$ cat src/source/hps_pkg.sv
//////////////////////////////
// widths, counts and command codes shared by the host I/O bridge
// imported by every RTL module and by the testbench
//////////////////////////////
package hps_pkg;

	// host bus and byte widths
	localparam int BUS_W    = 16;
	localparam int DATA_W   = 8;

	// sector buffer and virtual disks
	localparam int BUFF_AW  = 14;
	localparam int VDNUM    = 4;
	localparam int DISK_W   = 2;

	// download address, word counter saturates at 15
	localparam int IOCTL_AW = 27;
	localparam int CNT_W    = 4;

	// user channel payloads
	localparam int JOY_W    = 32;
	localparam int STATUS_W = 128;
	localparam int KEY_W    = 11;

	// user channel commands
	typedef enum logic [7:0] {
		CMD_CFG        = 8'h01,
		CMD_JOY0       = 8'h02,
		CMD_JOY1       = 8'h03,
		CMD_KBD        = 8'h05,
		CMD_SD_STAT    = 8'h16,
		CMD_SD_WRITE   = 8'h17,
		CMD_SD_READ    = 8'h18,
		CMD_STATUS     = 8'h1e,
		CMD_STATUS_GET = 8'h29
	} uio_cmd_e;

	// file channel commands
	typedef enum logic [7:0] {
		FIO_FILE_TX     = 8'h53,
		FIO_FILE_TX_DAT = 8'h54,
		FIO_FILE_INDEX  = 8'h55,
		FIO_FILE_INFO   = 8'h56
	} fio_cmd_e;

	// first TX word that marks an upload, ignored here
	localparam logic [7:0] FIO_MAGIC_UPLOAD = 8'hAA;

endpackage

$ cat src/source/hps_bus_port.sv
//////////////////////////////
// host bus front end: word counter, command latch and response mux
//////////////////////////////
`timescale 1ns/1ns

module hps_bus_port import hps_pkg::*; (
	input  logic              clk_sys,
	input  logic              rst_n,
	input  logic              io_strobe,
	input  logic              io_enable,
	input  logic              fp_enable,
	input  logic [BUS_W-1:0]  io_din,
	input  logic [BUS_W-1:0]  uio_dout,
	input  logic [BUS_W-1:0]  sd_dout,
	output logic [BUS_W-1:0]  cmd_word,
	output logic [CNT_W-1:0]  word_cnt,
	output logic              uio_word,
	output logic              fio_word,
	output logic              uio_end,
	output logic [BUS_W-1:0]  io_dout
);

	logic io_enable_q;
	logic any_enable;

	assign any_enable = io_enable | fp_enable;

	always_ff @(posedge clk_sys or negedge rst_n) begin
		if (!rst_n) begin
			cmd_word    <= '0;
			word_cnt    <= '0;
			io_enable_q <= 1'b0;
			uio_end     <= 1'b0;
		end else begin
			io_enable_q <= io_enable;
			uio_end     <= io_enable_q & ~io_enable;
			if (!any_enable) begin
				word_cnt <= '0;
			end else if (io_strobe) begin
				if (word_cnt == '0)
					cmd_word <= io_din;
				// saturate, long transfers keep counting at 15
				if (word_cnt != '1)
					word_cnt <= word_cnt + 1'b1;
			end
		end
	end

	// data word strobes, the command word never reaches a peer
	assign uio_word = io_strobe & io_enable & (word_cnt != '0);
	assign fio_word = io_strobe & fp_enable & (word_cnt != '0);

	always_comb begin
		if (!io_enable)
			io_dout = '0;
		else if (cmd_word[7:0] == CMD_SD_STAT || cmd_word[7:0] == CMD_SD_READ)
			io_dout = sd_dout;
		else
			io_dout = uio_dout;
	end

endmodule

$ cat src/source/user_cmd_decoder.sv
//////////////////////////////
// user channel: config, joysticks, status vector and status-set read-back
// also forwards keyboard bytes to the key decoder
//////////////////////////////
`timescale 1ns/1ns

module user_cmd_decoder import hps_pkg::*; (
	input  logic                clk_sys,
	input  logic                rst_n,
	input  logic [BUS_W-1:0]    cmd_word,
	input  logic [CNT_W-1:0]    word_cnt,
	input  logic                uio_word,
	input  logic [BUS_W-1:0]    io_din,
	input  logic [STATUS_W-1:0] status_in,
	input  logic                status_set,
	output logic [BUS_W-1:0]    uio_dout,
	output logic [1:0]          cfg_buttons,
	output logic                forced_scandoubler,
	output logic [JOY_W-1:0]    joystick_0,
	output logic [JOY_W-1:0]    joystick_1,
	output logic [STATUS_W-1:0] status,
	output logic [DATA_W-1:0]   kbd_byte,
	output logic                kbd_byte_we,
	output logic                kbd_cmd_start
);

	uio_cmd_e            cmd;
	logic [2:0]          word_idx;
	logic                word_in_status;
	logic                status_set_q;
	logic                status_rise;
	logic [3:0]          stflg;
	logic [STATUS_W-1:0] status_req;
	logic                new_cmd;
	logic                kbd_skip;

	assign cmd            = uio_cmd_e'(cmd_word[7:0]);
	// words 1..8 map to slices 0..7
	assign word_idx       = word_cnt[2:0] - 3'd1;
	assign word_in_status = (word_cnt != '0) && (word_cnt <= CNT_W'(8));
	assign status_rise    = status_set & ~status_set_q;

	// one cycle after the command word is latched
	assign kbd_cmd_start  = new_cmd && (word_cnt != '0) && (cmd == CMD_KBD);

	always_ff @(posedge clk_sys or negedge rst_n) begin
		if (!rst_n) begin
			uio_dout           <= '0;
			cfg_buttons        <= '0;
			forced_scandoubler <= 1'b0;
			joystick_0         <= '0;
			joystick_1         <= '0;
			status             <= '0;
			status_set_q       <= 1'b0;
			stflg              <= '0;
			new_cmd            <= 1'b0;
			kbd_skip           <= 1'b0;
			kbd_byte_we        <= 1'b0;
		end else begin
			status_set_q <= status_set;
			new_cmd      <= (word_cnt == '0);
			kbd_byte_we  <= 1'b0;
			if (status_rise)
				stflg <= stflg + 1'b1;

			if (word_cnt == '0) begin
				kbd_skip <= 1'b0;
				// answer to word 0 ready by the time the command is latched
				if (io_din[7:0] == CMD_STATUS_GET)
					uio_dout <= {8'h00, 4'hA, stflg};
				else
					uio_dout <= '0;
			end else if (uio_word) begin
				uio_dout <= '0;
				case (cmd)
					CMD_CFG: begin
						cfg_buttons        <= io_din[1:0];
						forced_scandoubler <= io_din[4];
					end
					CMD_JOY0: begin
						if (word_cnt == CNT_W'(1))
							joystick_0[15:0] <= io_din;
						else if (word_cnt == CNT_W'(2))
							joystick_0[31:16] <= io_din;
					end
					CMD_JOY1: begin
						if (word_cnt == CNT_W'(1))
							joystick_1[15:0] <= io_din;
						else if (word_cnt == CNT_W'(2))
							joystick_1[31:16] <= io_din;
					end
					CMD_STATUS: begin
						if (word_in_status)
							status[{word_idx, 4'b0000} +: BUS_W] <= io_din;
					end
					CMD_STATUS_GET: begin
						if (word_in_status)
							uio_dout <= status_req[{word_idx, 4'b0000} +: BUS_W];
					end
					CMD_KBD: begin
						// 0xff high byte means the host drops the rest
						if (&io_din[15:8])
							kbd_skip <= 1'b1;
						else if (!kbd_skip)
							kbd_byte_we <= 1'b1;
					end
					default: ;
				endcase
			end
		end
	end

	always_ff @(posedge clk_sys) begin
		if (status_rise)
			status_req <= status_in;
		if (uio_word && cmd == CMD_KBD)
			kbd_byte <= io_din[7:0];
	end

endmodule

$ cat src/source/ps2_key_decoder.sv
//////////////////////////////
// builds key events from raw keyboard bytes at the end of a keyboard command
//////////////////////////////
`timescale 1ns/1ns

module ps2_key_decoder import hps_pkg::*; (
	input  logic              clk_sys,
	input  logic              rst_n,
	input  logic              kbd_cmd_start,
	input  logic [DATA_W-1:0] kbd_byte,
	input  logic              kbd_byte_we,
	input  logic              uio_end,
	input  logic              cmd_is_kbd,
	output logic [KEY_W-1:0]  ps2_key
);

	logic [31:0] key_raw;
	logic        pressed;
	logic        extended;
	logic [9:0]  key_code;

	// newest byte sits in 7:0
	assign pressed  = (key_raw[15:8] != 8'hF0);
	assign extended = pressed ? (key_raw[15:8] == 8'hE0) : (key_raw[23:16] == 8'hE0);

	always_comb begin
		key_code = {pressed, extended, key_raw[7:0]};
		// print screen and pause sequences
		case (key_raw)
			32'hE012E07C: key_code = 10'h37C;
			32'h7CE0F012: key_code = 10'h17C;
			32'hF014F077: key_code = 10'h377;
			default: ;
		endcase
	end

	always_ff @(posedge clk_sys or negedge rst_n) begin
		if (!rst_n) begin
			key_raw <= '0;
			ps2_key <= '0;
		end else begin
			if (kbd_cmd_start)
				key_raw <= kbd_byte_we ? {24'h000000, kbd_byte} : 32'h0;
			else if (kbd_byte_we)
				key_raw <= {key_raw[23:0], kbd_byte};
			if (uio_end && cmd_is_kbd)
				ps2_key <= {~ps2_key[10], key_code};
		end
	end

endmodule

$ cat src/source/sd_disk_arbiter.sv
//////////////////////////////
// virtual disk requests, round-robin choice and sector buffer transfers
//////////////////////////////
`timescale 1ns/1ns

module sd_disk_arbiter import hps_pkg::*; (
	input  logic               clk_sys,
	input  logic               rst_n,
	input  logic [BUS_W-1:0]   cmd_word,
	input  logic [CNT_W-1:0]   word_cnt,
	input  logic               uio_word,
	input  logic               io_strobe_first,
	input  logic [BUS_W-1:0]   io_din,
	input  logic [31:0]        sd_lba [VDNUM],
	input  logic [VDNUM-1:0]   sd_rd,
	input  logic [VDNUM-1:0]   sd_wr,
	input  logic [DATA_W-1:0]  sd_buff_din [VDNUM],
	output logic [BUS_W-1:0]   sd_dout,
	output logic [VDNUM-1:0]   sd_ack,
	output logic [BUFF_AW-1:0] sd_buff_addr,
	output logic [DATA_W-1:0]  sd_buff_dout,
	output logic               sd_buff_wr
);

	logic [DISK_W-1:0] sd_rrb;
	logic [DISK_W-1:0] sdn;
	logic [DISK_W-1:0] sdn_r;
	logic [DISK_W-1:0] sdn_ack;
	logic [1:0]        b_wr;
	logic              is_sd_xfer;

	// first requesting disk counting up from the pointer
	always_comb begin
		int n;
		sdn = '0;
		for (int i = VDNUM - 1; i >= 0; i--) begin
			n = i + int'(sd_rrb);
			if (n >= VDNUM)
				n = n - VDNUM;
			if (sd_wr[n] | sd_rd[n])
				sdn = DISK_W'(n);
		end
	end

	assign is_sd_xfer = (io_din[7:0] == CMD_SD_WRITE) || (io_din[7:0] == CMD_SD_READ);

	always_ff @(posedge clk_sys or negedge rst_n) begin
		if (!rst_n) begin
			sd_rrb       <= '0;
			sdn_r        <= '0;
			sdn_ack      <= '0;
			sd_dout      <= '0;
			sd_ack       <= '0;
			sd_buff_addr <= '0;
			sd_buff_wr   <= 1'b0;
			b_wr         <= '0;
		end else begin
			// write pulse, then the address step one cycle later
			sd_buff_wr <= b_wr[0];
			b_wr       <= {b_wr[0], 1'b0};
			if (b_wr[1] && !(&sd_buff_addr))
				sd_buff_addr <= sd_buff_addr + 1'b1;

			if (io_strobe_first) begin
				sd_dout <= '0;
				if (io_din[7:0] == CMD_SD_STAT) begin
					sd_dout <= {1'b1, 10'b0, sdn, 1'b0, sd_wr[sdn], sd_rd[sdn]};
					sdn_r   <= sdn;
				end
				if (is_sd_xfer) begin
					sd_ack       <= VDNUM'(1) << io_din[8 +: DISK_W];
					sdn_ack      <= io_din[8 +: DISK_W];
					sd_buff_addr <= '0;
				end
			end else if (word_cnt == '0) begin
				sd_ack <= '0;
			end else if (uio_word) begin
				sd_dout <= '0;
				case (cmd_word[7:0])
					CMD_SD_STAT: begin
						if (word_cnt == CNT_W'(1))
							sd_rrb <= (sd_rrb == DISK_W'(VDNUM - 1)) ? '0 : sd_rrb + 1'b1;
						else if (word_cnt == CNT_W'(2))
							sd_dout <= sd_lba[sdn_r][15:0];
						else if (word_cnt == CNT_W'(3))
							sd_dout <= sd_lba[sdn_r][31:16];
					end
					CMD_SD_WRITE: b_wr[0] <= 1'b1;
					CMD_SD_READ: begin
						if (!(&sd_buff_addr))
							sd_buff_addr <= sd_buff_addr + 1'b1;
						sd_dout <= BUS_W'(sd_buff_din[sdn_ack]);
					end
					default: ;
				endcase
			end
		end
	end

	always_ff @(posedge clk_sys) begin
		if (uio_word && cmd_word[7:0] == CMD_SD_WRITE)
			sd_buff_dout <= io_din[DATA_W-1:0];
	end

endmodule

$ cat src/source/file_loader.sv
//////////////////////////////
// file channel, download only: index, extension, start address, data writes
//////////////////////////////
`timescale 1ns/1ns

module file_loader import hps_pkg::*; (
	input  logic                clk_sys,
	input  logic                rst_n,
	input  logic [BUS_W-1:0]    cmd_word,
	input  logic [CNT_W-1:0]    word_cnt,
	input  logic                fio_word,
	input  logic [BUS_W-1:0]    io_din,
	output logic                ioctl_download,
	output logic [15:0]         ioctl_index,
	output logic [IOCTL_AW-1:0] ioctl_addr,
	output logic [DATA_W-1:0]   ioctl_dout,
	output logic                ioctl_wr,
	output logic [31:0]         ioctl_file_ext
);

	fio_cmd_e            cmd;
	logic [IOCTL_AW-1:0] addr;
	logic                wr;
	logic                tx_ctrl;
	logic                tx_start;
	logic                tx_stop;
	logic                dat_we;

	assign cmd      = fio_cmd_e'(cmd_word[7:0]);
	assign tx_ctrl  = fio_word && (cmd == FIO_FILE_TX) && (word_cnt == CNT_W'(1));
	// the upload marker is ignored
	assign tx_start = tx_ctrl && (io_din[7:0] != FIO_MAGIC_UPLOAD) && (io_din[7:0] != 8'h00);
	assign tx_stop  = tx_ctrl && (io_din[7:0] == 8'h00);
	assign dat_we   = fio_word && (cmd == FIO_FILE_TX_DAT) && ioctl_download;

	always_ff @(posedge clk_sys or negedge rst_n) begin
		if (!rst_n) begin
			ioctl_download <= 1'b0;
			wr             <= 1'b0;
			ioctl_wr       <= 1'b0;
		end else begin
			ioctl_wr <= wr;
			wr       <= dat_we;
			if (tx_start)
				ioctl_download <= 1'b1;
			else if (tx_stop)
				ioctl_download <= 1'b0;
		end
	end

	always_ff @(posedge clk_sys) begin
		if (fio_word) begin
			case (cmd)
				FIO_FILE_INFO: begin
					if (word_cnt == CNT_W'(1))
						ioctl_file_ext[31:16] <= io_din;
					else if (word_cnt == CNT_W'(2))
						ioctl_file_ext[15:0] <= io_din;
				end
				FIO_FILE_INDEX: ioctl_index <= io_din;
				FIO_FILE_TX: begin
					if (tx_start)
						addr <= '0;
					else if (tx_stop && ioctl_download)
						ioctl_addr <= addr;
					if (word_cnt == CNT_W'(2)) begin
						ioctl_addr[15:0] <= io_din;
						addr[15:0]       <= io_din;
					end else if (word_cnt == CNT_W'(3)) begin
						ioctl_addr[IOCTL_AW-1:16] <= io_din[IOCTL_AW-17:0];
						addr[IOCTL_AW-1:16]       <= io_din[IOCTL_AW-17:0];
					end
				end
				FIO_FILE_TX_DAT: begin
					if (dat_we) begin
						ioctl_addr <= addr;
						ioctl_dout <= io_din[DATA_W-1:0];
						addr       <= addr + 1'b1;
					end
				end
				default: ;
			endcase
		end
	end

endmodule

$ cat src/source/hps_io.sv
//////////////////////////////
// host I/O bridge top, bus port plus user, key, disk and file peers
//////////////////////////////
`timescale 1ns/1ns

module hps_io import hps_pkg::*; (
	input  logic                clk_sys,
	input  logic                rst_n,
	// host bus
	input  logic                io_strobe,
	input  logic                io_enable,
	input  logic                fp_enable,
	input  logic [BUS_W-1:0]    io_din,
	output logic [BUS_W-1:0]    io_dout,
	// user channel
	output logic [1:0]          buttons,
	output logic                forced_scandoubler,
	output logic [JOY_W-1:0]    joystick_0,
	output logic [JOY_W-1:0]    joystick_1,
	output logic [STATUS_W-1:0] status,
	input  logic [STATUS_W-1:0] status_in,
	input  logic                status_set,
	output logic [KEY_W-1:0]    ps2_key,
	// virtual disks
	input  logic [31:0]         sd_lba [VDNUM],
	input  logic [VDNUM-1:0]    sd_rd,
	input  logic [VDNUM-1:0]    sd_wr,
	output logic [VDNUM-1:0]    sd_ack,
	output logic [BUFF_AW-1:0]  sd_buff_addr,
	output logic [DATA_W-1:0]   sd_buff_dout,
	input  logic [DATA_W-1:0]   sd_buff_din [VDNUM],
	output logic                sd_buff_wr,
	// download
	output logic                ioctl_download,
	output logic [15:0]         ioctl_index,
	output logic [IOCTL_AW-1:0] ioctl_addr,
	output logic [DATA_W-1:0]   ioctl_dout,
	output logic                ioctl_wr,
	output logic [31:0]         ioctl_file_ext
);

	logic [BUS_W-1:0]  cmd_word;
	logic [CNT_W-1:0]  word_cnt;
	logic              uio_word;
	logic              fio_word;
	logic              uio_end;
	logic [BUS_W-1:0]  uio_dout;
	logic [BUS_W-1:0]  sd_dout;
	logic [DATA_W-1:0] kbd_byte;
	logic              kbd_byte_we;
	logic              kbd_cmd_start;
	logic              cmd_is_kbd;
	logic              io_strobe_first;

	assign cmd_is_kbd      = (cmd_word[7:0] == CMD_KBD);
	assign io_strobe_first = io_strobe & io_enable & (word_cnt == '0);

	hps_bus_port bus_port_i (
		.clk_sys, .rst_n, .io_strobe, .io_enable, .fp_enable, .io_din,
		.uio_dout, .sd_dout, .cmd_word, .word_cnt, .uio_word, .fio_word,
		.uio_end, .io_dout
	);

	user_cmd_decoder user_cmd_i (
		.clk_sys, .rst_n, .cmd_word, .word_cnt, .uio_word, .io_din,
		.status_in, .status_set, .uio_dout, .cfg_buttons(buttons),
		.forced_scandoubler, .joystick_0, .joystick_1, .status,
		.kbd_byte, .kbd_byte_we, .kbd_cmd_start
	);

	ps2_key_decoder ps2_key_i (
		.clk_sys, .rst_n, .kbd_cmd_start, .kbd_byte, .kbd_byte_we,
		.uio_end, .cmd_is_kbd, .ps2_key
	);

	sd_disk_arbiter sd_arb_i (
		.clk_sys, .rst_n, .cmd_word, .word_cnt, .uio_word, .io_strobe_first,
		.io_din, .sd_lba, .sd_rd, .sd_wr, .sd_buff_din, .sd_dout, .sd_ack,
		.sd_buff_addr, .sd_buff_dout, .sd_buff_wr
	);

	file_loader file_loader_i (
		.clk_sys, .rst_n, .cmd_word, .word_cnt, .fio_word, .io_din,
		.ioctl_download, .ioctl_index, .ioctl_addr, .ioctl_dout, .ioctl_wr,
		.ioctl_file_ext
	);

endmodule

$ cat config.mk
export PLATFORM = sky130hd
export DESIGN_NAME = hps_io
export DESIGN_NICKNAME = d
export VERILOG_FILES = /design/src/source/hps_pkg.sv /design/src/source/hps_bus_port.sv /design/src/source/user_cmd_decoder.sv /design/src/source/ps2_key_decoder.sv /design/src/source/sd_disk_arbiter.sv /design/src/source/file_loader.sv /design/src/source/hps_io.sv
export SDC_FILE = /design/constraint.sdc
export NUM_CORES = 1
export LEC_CHECK = 0
export ABC_AREA = 1
export BUFFER_PORTS_ARGS = -buffer_cell sky130_fd_sc_hd__buf_2
export CORE_AREA = 4 4 250 252
export DETAILED_ROUTE_END_ITERATION = 16
export DIE_AREA = 0 0 254 256
export GPL_TIMING_DRIVEN = 0
export PLACE_DENSITY = 0.81
export SETUP_SLACK_MARGIN = 0.2
export SLEW_MARGIN = 10
export SYNTH_ARGS = -nofsm -noshare
export SYNTH_HDL_FRONTEND = slang
export SYNTH_HIERARCHICAL = 1
export SYNTH_SLANG_ARGS = --single-unit
$ cat constraint.sdc
create_clock -name clk_sys -period 12.7 [get_ports clk_sys]
set_input_delay 1.905 -clock clk_sys [delete_from_list [all_inputs] [get_ports clk_sys]]
set_output_delay 1.905 -clock clk_sys [all_outputs]
set_load 0.02 [all_outputs]
==> results_dict.tcl, run 1 <==
set metrics [dict create \
    ios 652 \
    synth_area_um2 27500 \
    critPathMaxStageDelay_ps 720 \
    setup.worst_path.start_class "register" \
    cts_buffer_depth 3 \
    rr_startpoint "bus_port_i/word_cnt[0]" \
    cts.root.buffer_cell "clkbuf_16" \
    antenna_found_initial 0 \
    grt_max_degree 102 \
    antenna_left 0 \
    nFillCells 5316 \
    highest_layer "met4" \
    wl_per_cell_um 20.4 \
    vias_per_cell 5.43 \
    drv_slew 0 \
    swShare 0.310 \
    route.met3.wl_um 9020 \
    tritoncts.num_buffers 60 \
    area_delta_synth_final_pct 23.5 \
    timing.rr.end "user_cmd_i/status[113]" \
    avgSynthCellArea_um2 8.58 \
    core.rowCount 90 \
    diodes 0 \
    cp-end-kind "register" \
    period_needed_ps 5630 \
    place_area_um2 32000 \
    numClockSinks 575 \
    outcome "finished clean" \
    worst_r2r_path_depth 19 \
    cp_max_fo 12 \
    die_h_um 256 \
    cts_tree "yes" \
    ys_warn_count 6 \
    slew_headroom 0.180 \
    p_comb_frac 0.190 \
    powerDensity_nw_per_um2 141 \
    tightest_slew_ps 1230 \
    fin_util 0.565 \
    crit_type "register to register" \
    fin_setup_tns_ps 0 \
    die_w_um 254 \
    port_buffers 651 \
    drt-total-wl_um 97100 \
    syn_nets 3540 \
    track_usage 0.289 \
    crit_path_frequent_cell "buf_2" \
    ctsHtreeMaxLevel 2 \
    drt_pass1_iterations 6 \
    gp_congestion 0.971 \
    start_util 0.458 \
    drive_gt1_frac 0.240 \
    drt_iter0_drc 2618 \
    layout.nets 4265 \
    finalCritPeriodShare 0.443 \
    dp_hpwl_um 73400 \
    holdWs_ps 359 \
    insertion_delay_ps 620 \
    post_cts_buffers 0 \
    p_int_uw 3310 \
    fin_area_um2 34000 \
    cp.required_ps 13210 \
    hold_depth 0 \
    worstPathArrival_ps 6140 \
    hold_class "register to register" \
    coreArea_um2 60100 \
    vias 25900 \
    wl_met2_um 44900 \
    critical_path.cell_chain "buf_2 > clkinv_1 > buf_2 > buf_2 > ha_1 > nand2_1 > nand2_2 > inv_2 > buf_1 > ha_1 > buf_2 > inv_2 > buf_2 > nand2_1 > nor2_2 > nand2_4 > buf_2 > nand2_1 > nand2_1" \
    startpoint "bus_port_i/word_cnt[0]" \
    post_cts_resized 0 \
    switching_power_uw 1490 \
    drc 0 \
    fmax_ghz 0.178 \
    power_frac_seq 0.446 \
    rsz0062_at_grt "false" \
    p_clk_frac 0.365 \
    cp_slowest_cell "dfrtp_1" \
    total_power_uw 4800 \
    syn_inst 3209 \
    hold_violations 0 \
    setup_viol 0 \
    r2r_slack_ps 7070 \
    ir_worst_vdd_v 0.000127 \
    grt_overflow_total 0 \
    hold_buffers 0 \
    grt_pass1_wl_um 145000 \
    grt_pass1_vias 24600 \
    die-area_um2 65000 \
    clk_pin_slew_ps 60 \
    maxCapViolCount 0 \
    leakage_uw 0.0168 \
    wl_met1_um 38400 \
    endpoint "user_cmd_i/status[113]" \
    final.setup_skew_ps 24.0 \
]
## cells in the final DEF, fill, tap and decap left out, types with 75 or more instances in the layout
master    count
inv_1       209
nand3_1     332
edfxtp_1    254
a21oi_1      75
nor2_1      353
buf_2       714
nand2_1    1026
o21ai_0     185
clkbuf_1     82
dfrtp_1     321
## flip-flops by register name, indices dropped and copies added, names as in the netlist, 4 cells and up
signal and cells:
file_loader_i/ioctl_dout 8, user_cmd_i/stflg 4, user_cmd_i/joystick_0 32, file_loader_i/ioctl_addr 27, file_loader_i/addr 27, sd_arb_i/sd_dout 16
bus_port_i/word_cnt 4, file_loader_i/ioctl_index 16, user_cmd_i/status_req 128, user_cmd_i/status 128, file_loader_i/ioctl_file_ext 32, ps2_key_i/ps2_key 11
sd_arb_i/sd_buff_dout 8, user_cmd_i/uio_dout 16, user_cmd_i/joystick_1 32, user_cmd_i/kbd_byte 8, sd_arb_i/sd_buff_addr 14, ps2_key_i/key_raw 32
bus_port_i/cmd_word 8, sd_arb_i/sd_ack 4
## metal layers
metal / vias to the layer above / track usage
li1: 12000 / -
met1: 12100 / 0.383
met2: 1451 / 0.466
met3: 271 / 0.0558
met4: 0 / 0.123
met5: - / 0
## per-stage QoR
step	setup slack, ps	instances
final	7070	4766
after global routing	6760	4766
after CTS	6990	4766
after detailed placement	7030	4654
after global placement	2310	4642
after floorplan	4290	3209
## how the worst min path moves through the flow
stage | startpoint | slack [ps] | end
detailed placement | sd_arb_i/b_wr[0] | 350 | sd_arb_i/b_wr[1]
finish | sd_arb_i/b_wr[0] | 360 | sd_arb_i/b_wr[1]
CTS | sd_arb_i/b_wr[0] | 360 | sd_arb_i/b_wr[1]
global route | sd_arb_i/b_wr[0] | 360 | sd_arb_i/b_wr[1]
global placement | file_loader_i/wr | 330 | file_loader_i/ioctl_wr
floorplan | file_loader_i/wr | 330 | file_loader_i/ioctl_wr
## critical path: cells and delay by family, from the launching register on
kind                       cells  cell delay, ps
adders and majority gates      2             660
buffers and inverters         10            2900
DFF                            1             720
and+or+nand+nor                7            1210
## power by group through the flow
stage	registers, uW	clock network, uW	logic (uW)
2_1_floorplan	2180	0	522
3_3_place_gp	2170	0	875
3_5_place_dp	2170	0	898
4_1_cts	2140	1770	904
5_1_grt	2150	1860	1010
6_report	2140	1750	911
## final cells by class
| type | count | area, um^2 | area share |
|---|---|---|---|
| Buffer | 154 | 743 | 0.0219 |
| Timing Repair Buffer | 663 | 3510 | 0.103 |
| Multi-Input combinational cell | 2243 | 10300 | 0.302 |
| Clock inverter | 35 | 364 | 0.0107 |
| Clock buffer | 77 | 1600 | 0.0469 |
| Inverter | 237 | 892 | 0.0262 |
| Sequential cell | 575 | 15700 | 0.461 |
| Tap cell | 782 | 978 | 0.0288 |
(Power assumes the default switching activity.)
==> inputs of run 2 (changes only) <==
- CORE_AREA: 4 4 250 252 -> 4 4 251 253
- DIE_AREA: 0 0 254 256 -> 0 0 255 257
- clock period: 12.7 -> 5.4 ns (I/O delays scaled with it)
==> run 2 against run 1 <==
Setup slack lost 6600 ps. Combinational power grew 130%. Final cell count grew 0.10%. Sequential share of layout area shrank 0.054 points. Total power grew 140%. Core utilization shrank 0.76 points. Fmax grew 15%. First-iteration DRC count grew 2.1%. Sequential power grew 140%. Critical endpoint is now user_cmd_i/status[118].
==> results_dict.tcl, run 2 (synthesis results as in run 1) <==
set metrics [dict create \
    cp_max_fo 12 \
    ios 652 \
    ir_worst_vdd_v 0.000350 \
    hold_buffers 0 \
    drt-total-wl_um 97300 \
    wl_per_cell_um 20.4 \
    start_util 0.451 \
    cp-end-kind "register" \
    layout.nets 4264 \
    slew_headroom 0.166 \
    vias_per_cell 5.45 \
    maxCapViolCount 0 \
    grt_overflow_total 0 \
    rsz0062_at_grt "false" \
    critPathBufInv 10 \
    crit_path_frequent_cell "buf_2" \
    vias 26000 \
    critPathMaxStageDelay_ps 580 \
    final.setup_skew_ps 14.9 \
    worstPathArrival_ps 5460 \
    leakage_uw 0.0169 \
    hold_violations 0 \
    period_needed_ps 4920 \
    port_buffers 651 \
    tightest_slew_ps 1250 \
    nFillCells 5451 \
    post_cts_buffers 0 \
    crit_type "register to register" \
    gp_congestion 0.980 \
    rr_startpoint "bus_port_i/word_cnt[0]" \
    drive_gt1_frac 0.241 \
    finalCritPeriodShare 0.910 \
    die-area_um2 65500 \
    grt_pass1_wl_um 145000 \
    setup_viol 0 \
    powerDensity_nw_per_um2 333 \
    die_h_um 257 \
    grt_max_degree 106 \
    fmax_ghz 0.203 \
    startpoint "bus_port_i/word_cnt[0]" \
    drc 0 \
    antenna_found_initial 2 \
    coreArea_um2 61000 \
    cts_tree "yes" \
    cts_buffer_depth 3 \
    cp_slowest_cell "dfrtp_2" \
    setup.worst_path.start_class "register" \
    outcome "finished clean" \
    track_usage 0.286 \
    drt_iter0_drc 2672 \
    area_delta_synth_final_pct 23.7 \
    top_regs "user_cmd_i/status x128, user_cmd_i/status_req x128" \
    crit_family "buffers and inverters" \
    cp.required_ps 5940 \
    cts.root.buffer_cell "clkbuf_16" \
    clk_pin_slew_ps 70 \
    fin_setup_tns_ps 0 \
    insertion_delay_ps 610 \
    tritoncts.num_buffers 57 \
    ctsHtreeMaxLevel 2 \
    total_power_uw 11300 \
    mostFrequentLayoutCell "nand2_1" \
    dp_hpwl_um 73200 \
    drv_slew 0 \
    final_cell_mix "nand2_1, buf_2, nor2_1, nand3_1, dfrtp_1" \
    diodes 0 \
    die_w_um 255 \
    core.rowCount 91 \
    grt_pass1_vias 24600 \
    numClockSinks 575 \
    drt_pass1_iterations 8 \
    critical_path.cell_chain "buf_2 > clkinv_1 > buf_2 > buf_2 > ha_1 > nand2_1 > nand2_2 > inv_4 > clkbuf_4 > ha_1 > buf_2 > inv_2 > buf_2 > nand2_1 > nor2_2 > buf_2 > nand3_1 > nand2_1" \
    hold_class "input port to async pin" \
    antenna_left 0 \
]
-- run 2: cell types whose count changed in the layout (fill, tap and decap cells not counted), sizes merged --
cell      previous run  this run
clkinv              26        32
inv                234       232
bufinv               5         7
buf                749       750
clkbuf             145       137
clkinvlp             7         5
-- run 2: routing by layer --
layer | vias to the layer above | GRT usage | part of all wire
li1 | 12000 | - | -
met1 | 12200 | 0.372 | 0.39
met2 | 1473 | 0.465 | 0.46
met3 | 285 | 0.0535 | 0.094
met4 | 0 | 0.135 | 0.057
met5 | - | 0 | 0
-- run 2: repair_timing --
action / 4_1_cts / 5_1_grt
gates resized for setup: 2 / 3
endpoints found under the setup margin: 80 / 20
pin swaps: 0 / 0
-- run 2: layout make-up --
type / count / area, um^2 / share of cell area
Buffer: 154 / 747 / 0.0219
Clock buffer: 68 / 1570 / 0.0462
Clock inverter: 39 / 412 / 0.0121
Inverter: 237 / 895 / 0.0263
Multi-Input combinational cell: 2243 / 10300 / 0.301
Sequential cell: 575 / 15700 / 0.460
Tap cell: 790 / 988 / 0.0290
Timing Repair Buffer: 665 / 3510 / 0.103
-- run 2: stage by stage --
stage	utilization	area [um^2]	hold WS, ps	setup WS, ps	std cells
floorplan	-	27500	331	456	3209
global placement	0.521	31800	331	-2530	4650
detailed placement	0.525	32100	335	-164	4664
CTS	0.558	34000	180	303	4771
global route	0.558	34000	197	231	4771
finish	0.558	34000	179	484	4771
-- run 2: final timing paths --
kind                                                   to  slack, ps  cells past startpoint
min in group clk_sys              user_cmd_i/status_set_q        320                      1
worst min-delay path            user_cmd_i/joystick_1[28]        180                      1
worst max-delay path               user_cmd_i/status[118]        480                     18
worst max register to register     user_cmd_i/status[118]        480                     18
max in group asynchronous           user_cmd_i/status[32]       4030                      3
worst min register to register     file_loader_i/ioctl_wr        350                      0
-- run 2: power breakdown --
| part | leakage [uW] | switching, uW | internal [uW] |
|---|---|---|---|
| Combinational | 0.00917 | 1500 | 640 |
| Sequential | 0.00672 | 228 | 4800 |
| Clock | 0.000970 | 1740 | 2420 |
| Total | 0.0169 | 3470 | 7860 |
==> inputs of run 3 (changes only) <==
- ABC_AREA: 1 -> default
- CORE_AREA: 4 4 251 253 -> 4 4 253 255
- DIE_AREA: 0 0 255 257 -> 0 0 257 259
- PLACE_DENSITY: 0.81 -> 0.77
==> run 3 against run 2 <==
Core utilization shrank 3.5 points. Non-clock buffer count shrank 69. First-iteration DRC count shrank 40%. Final cell count shrank 29%. Clock power shrank 3%. Synthesized area shrank 6.5%. Clock-buffer cell count grew 9. Die area grew 1.6%. Critical path type unchanged. Critical endpoint is now user_cmd_i/status[13].
==> results_dict.tcl, run 3 <==
set metrics [dict create \
    outcome "finished clean" \
    hold_violations 0 \
    grt_max_degree 121 \
    die_h_um 259 \
    period_needed_ps 4750 \
    post_cts_resized 0 \
    cp_max_fo 16 \
    final.setup_skew_ps 31.3 \
    antenna_left 0 \
    drv_slew 0 \
    numClockSinks 575 \
    drive_gt1_frac 0.429 \
    die-area_um2 66600 \
    grt_overflow_total 0 \
    fin_setup_tns_ps 0 \
    cts_tree "yes" \
    holdWs_ps 147 \
    crit_type "register to register" \
    hold_buffers 0 \
    mostFrequentLayoutCell "buf_2" \
    drt-total-wl_um 79100 \
    nFillCells 5082 \
    place_area_um2 30300 \
    maxCapViolCount 0 \
    drt_iter0_drc 1609 \
    core.rowCount 91 \
    fmax_ghz 0.211 \
    top_regs "user_cmd_i/status x128, user_cmd_i/status_req x128" \
    post_cts_buffers 0 \
    slew_headroom 0.317 \
    cp.required_ps 5890 \
    ios 652 \
    syn_nets 2111 \
    drc 0 \
    wl_per_cell_um 23.3 \
    ir_worst_vdd_v 0.000384 \
    antenna_found_initial 1 \
    gp_congestion 0.979 \
    ys_warn_count 6 \
    ctsHtreeMaxLevel 2 \
    layout.nets 2832 \
    syn_inst 1780 \
    cts_buffer_depth 3 \
    worstPathArrival_ps 5240 \
    finalCritPeriodShare 0.879 \
    clk_pin_slew_ps 60 \
    drt_pass1_iterations 5 \
    dp_hpwl_um 59000 \
    grt_pass1_wl_um 118000 \
    fin_area_um2 32200 \
    synth_area_um2 25700 \
    final_cell_mix "buf_2, dfrtp_1, edfxtp_1, mux2_2, nand2_1" \
    area_delta_synth_final_pct 25.2 \
    rsz0062_at_grt "false" \
    hold_class "input port to async pin" \
    grt_pass1_vias 19200 \
    insertion_delay_ps 620 \
    setup_viol 0 \
    coreArea_um2 61600 \
    tightest_slew_ps 1020 \
    vias 18700 \
    tritoncts.num_buffers 59 \
    setup.worst_path.start_class "register" \
    die_w_um 257 \
    track_usage 0.229 \
    start_util 0.418 \
    port_buffers 651 \
    cp-end-kind "register" \
    powerDensity_nw_per_um2 319 \
    vias_per_cell 5.53 \
    leakage_uw 0.0145 \
    avgSynthCellArea_um2 14.5 \
    cts.root.buffer_cell "clkbuf_16" \
]
[run 3: metal layers]
layer,up-vias,global-route usage,part of all wire
met5,-,0,0
met4,0,0.0790,0.039
met3,203,0.0498,0.076
met2,941,0.398,0.50
met1,9434,0.283,0.38
li1,8171,-,-
[run 3: area by class of cell]
type / instances / area [um^2] / area share
Clock inverter: 33 / 322 / 0.00998
Antenna cell: 6 / 15.0 / 0.000466
Sequential cell: 575 / 15700 / 0.486
Clock buffer: 77 / 1630 / 0.0506
Timing Repair Buffer: 660 / 3430 / 0.107
Tap cell: 837 / 1050 / 0.0325
Inverter: 24 / 90.1 / 0.00279
Buffer: 90 / 507 / 0.0157
Multi-Input combinational cell: 1091 / 9530 / 0.296
[run 3: power by group]
group	switching [uW]	leakage, uW	internal, uW
Combinational	776	0.00678	543
Clock	1680	0.000954	2370
Sequential	181	0.00678	4730
Total	2630	0.0145	7640
[run 3: worst paths after layout]
kind | from | end | slack [ps] | cells past startpoint
max | bus_port_i/word_cnt[0] | user_cmd_i/status[13] | 650 | 12
min | rst_n | user_cmd_i/status[94] | 150 | 1
max reg2reg | bus_port_i/word_cnt[0] | user_cmd_i/status[13] | 650 | 12
min reg2reg | sd_arb_i/b_wr[0] | sd_arb_i/b_wr[1] | 360 | 0
max in group asynchronous | rst_n | ps2_key_i/key_raw[27] | 3930 | 3
min in group clk_sys | status_set | user_cmd_i/status_set_q | 330 | 1
[run 3: worst max-delay path: stages (launching register included)]
cell     delay [ps]
dfrtp_1         770
buf_2           390
buf_2           440
inv_1           230
ha_1            370
xor2_1          340
inv_1           130
ha_1            350
inv_1           230
nand3_1         160
nor4_4          580
buf_6           260
mux2_2          360
[run 3: stage by stage]
stage / setup slack [ps] / power [uW] / cells / utilization
final: 654 / 10300 / 3393 / 0.523
after CTS: 509 / 10400 / 3387 / 0.523
after floorplan: 1920 / 5740 / 1780 / -
after global placement: -2460 / 6260 / 3268 / 0.488
after detailed placement: 523 / 6320 / 3277 / 0.491
after global routing: 316 / 10700 / 3388 / 0.523
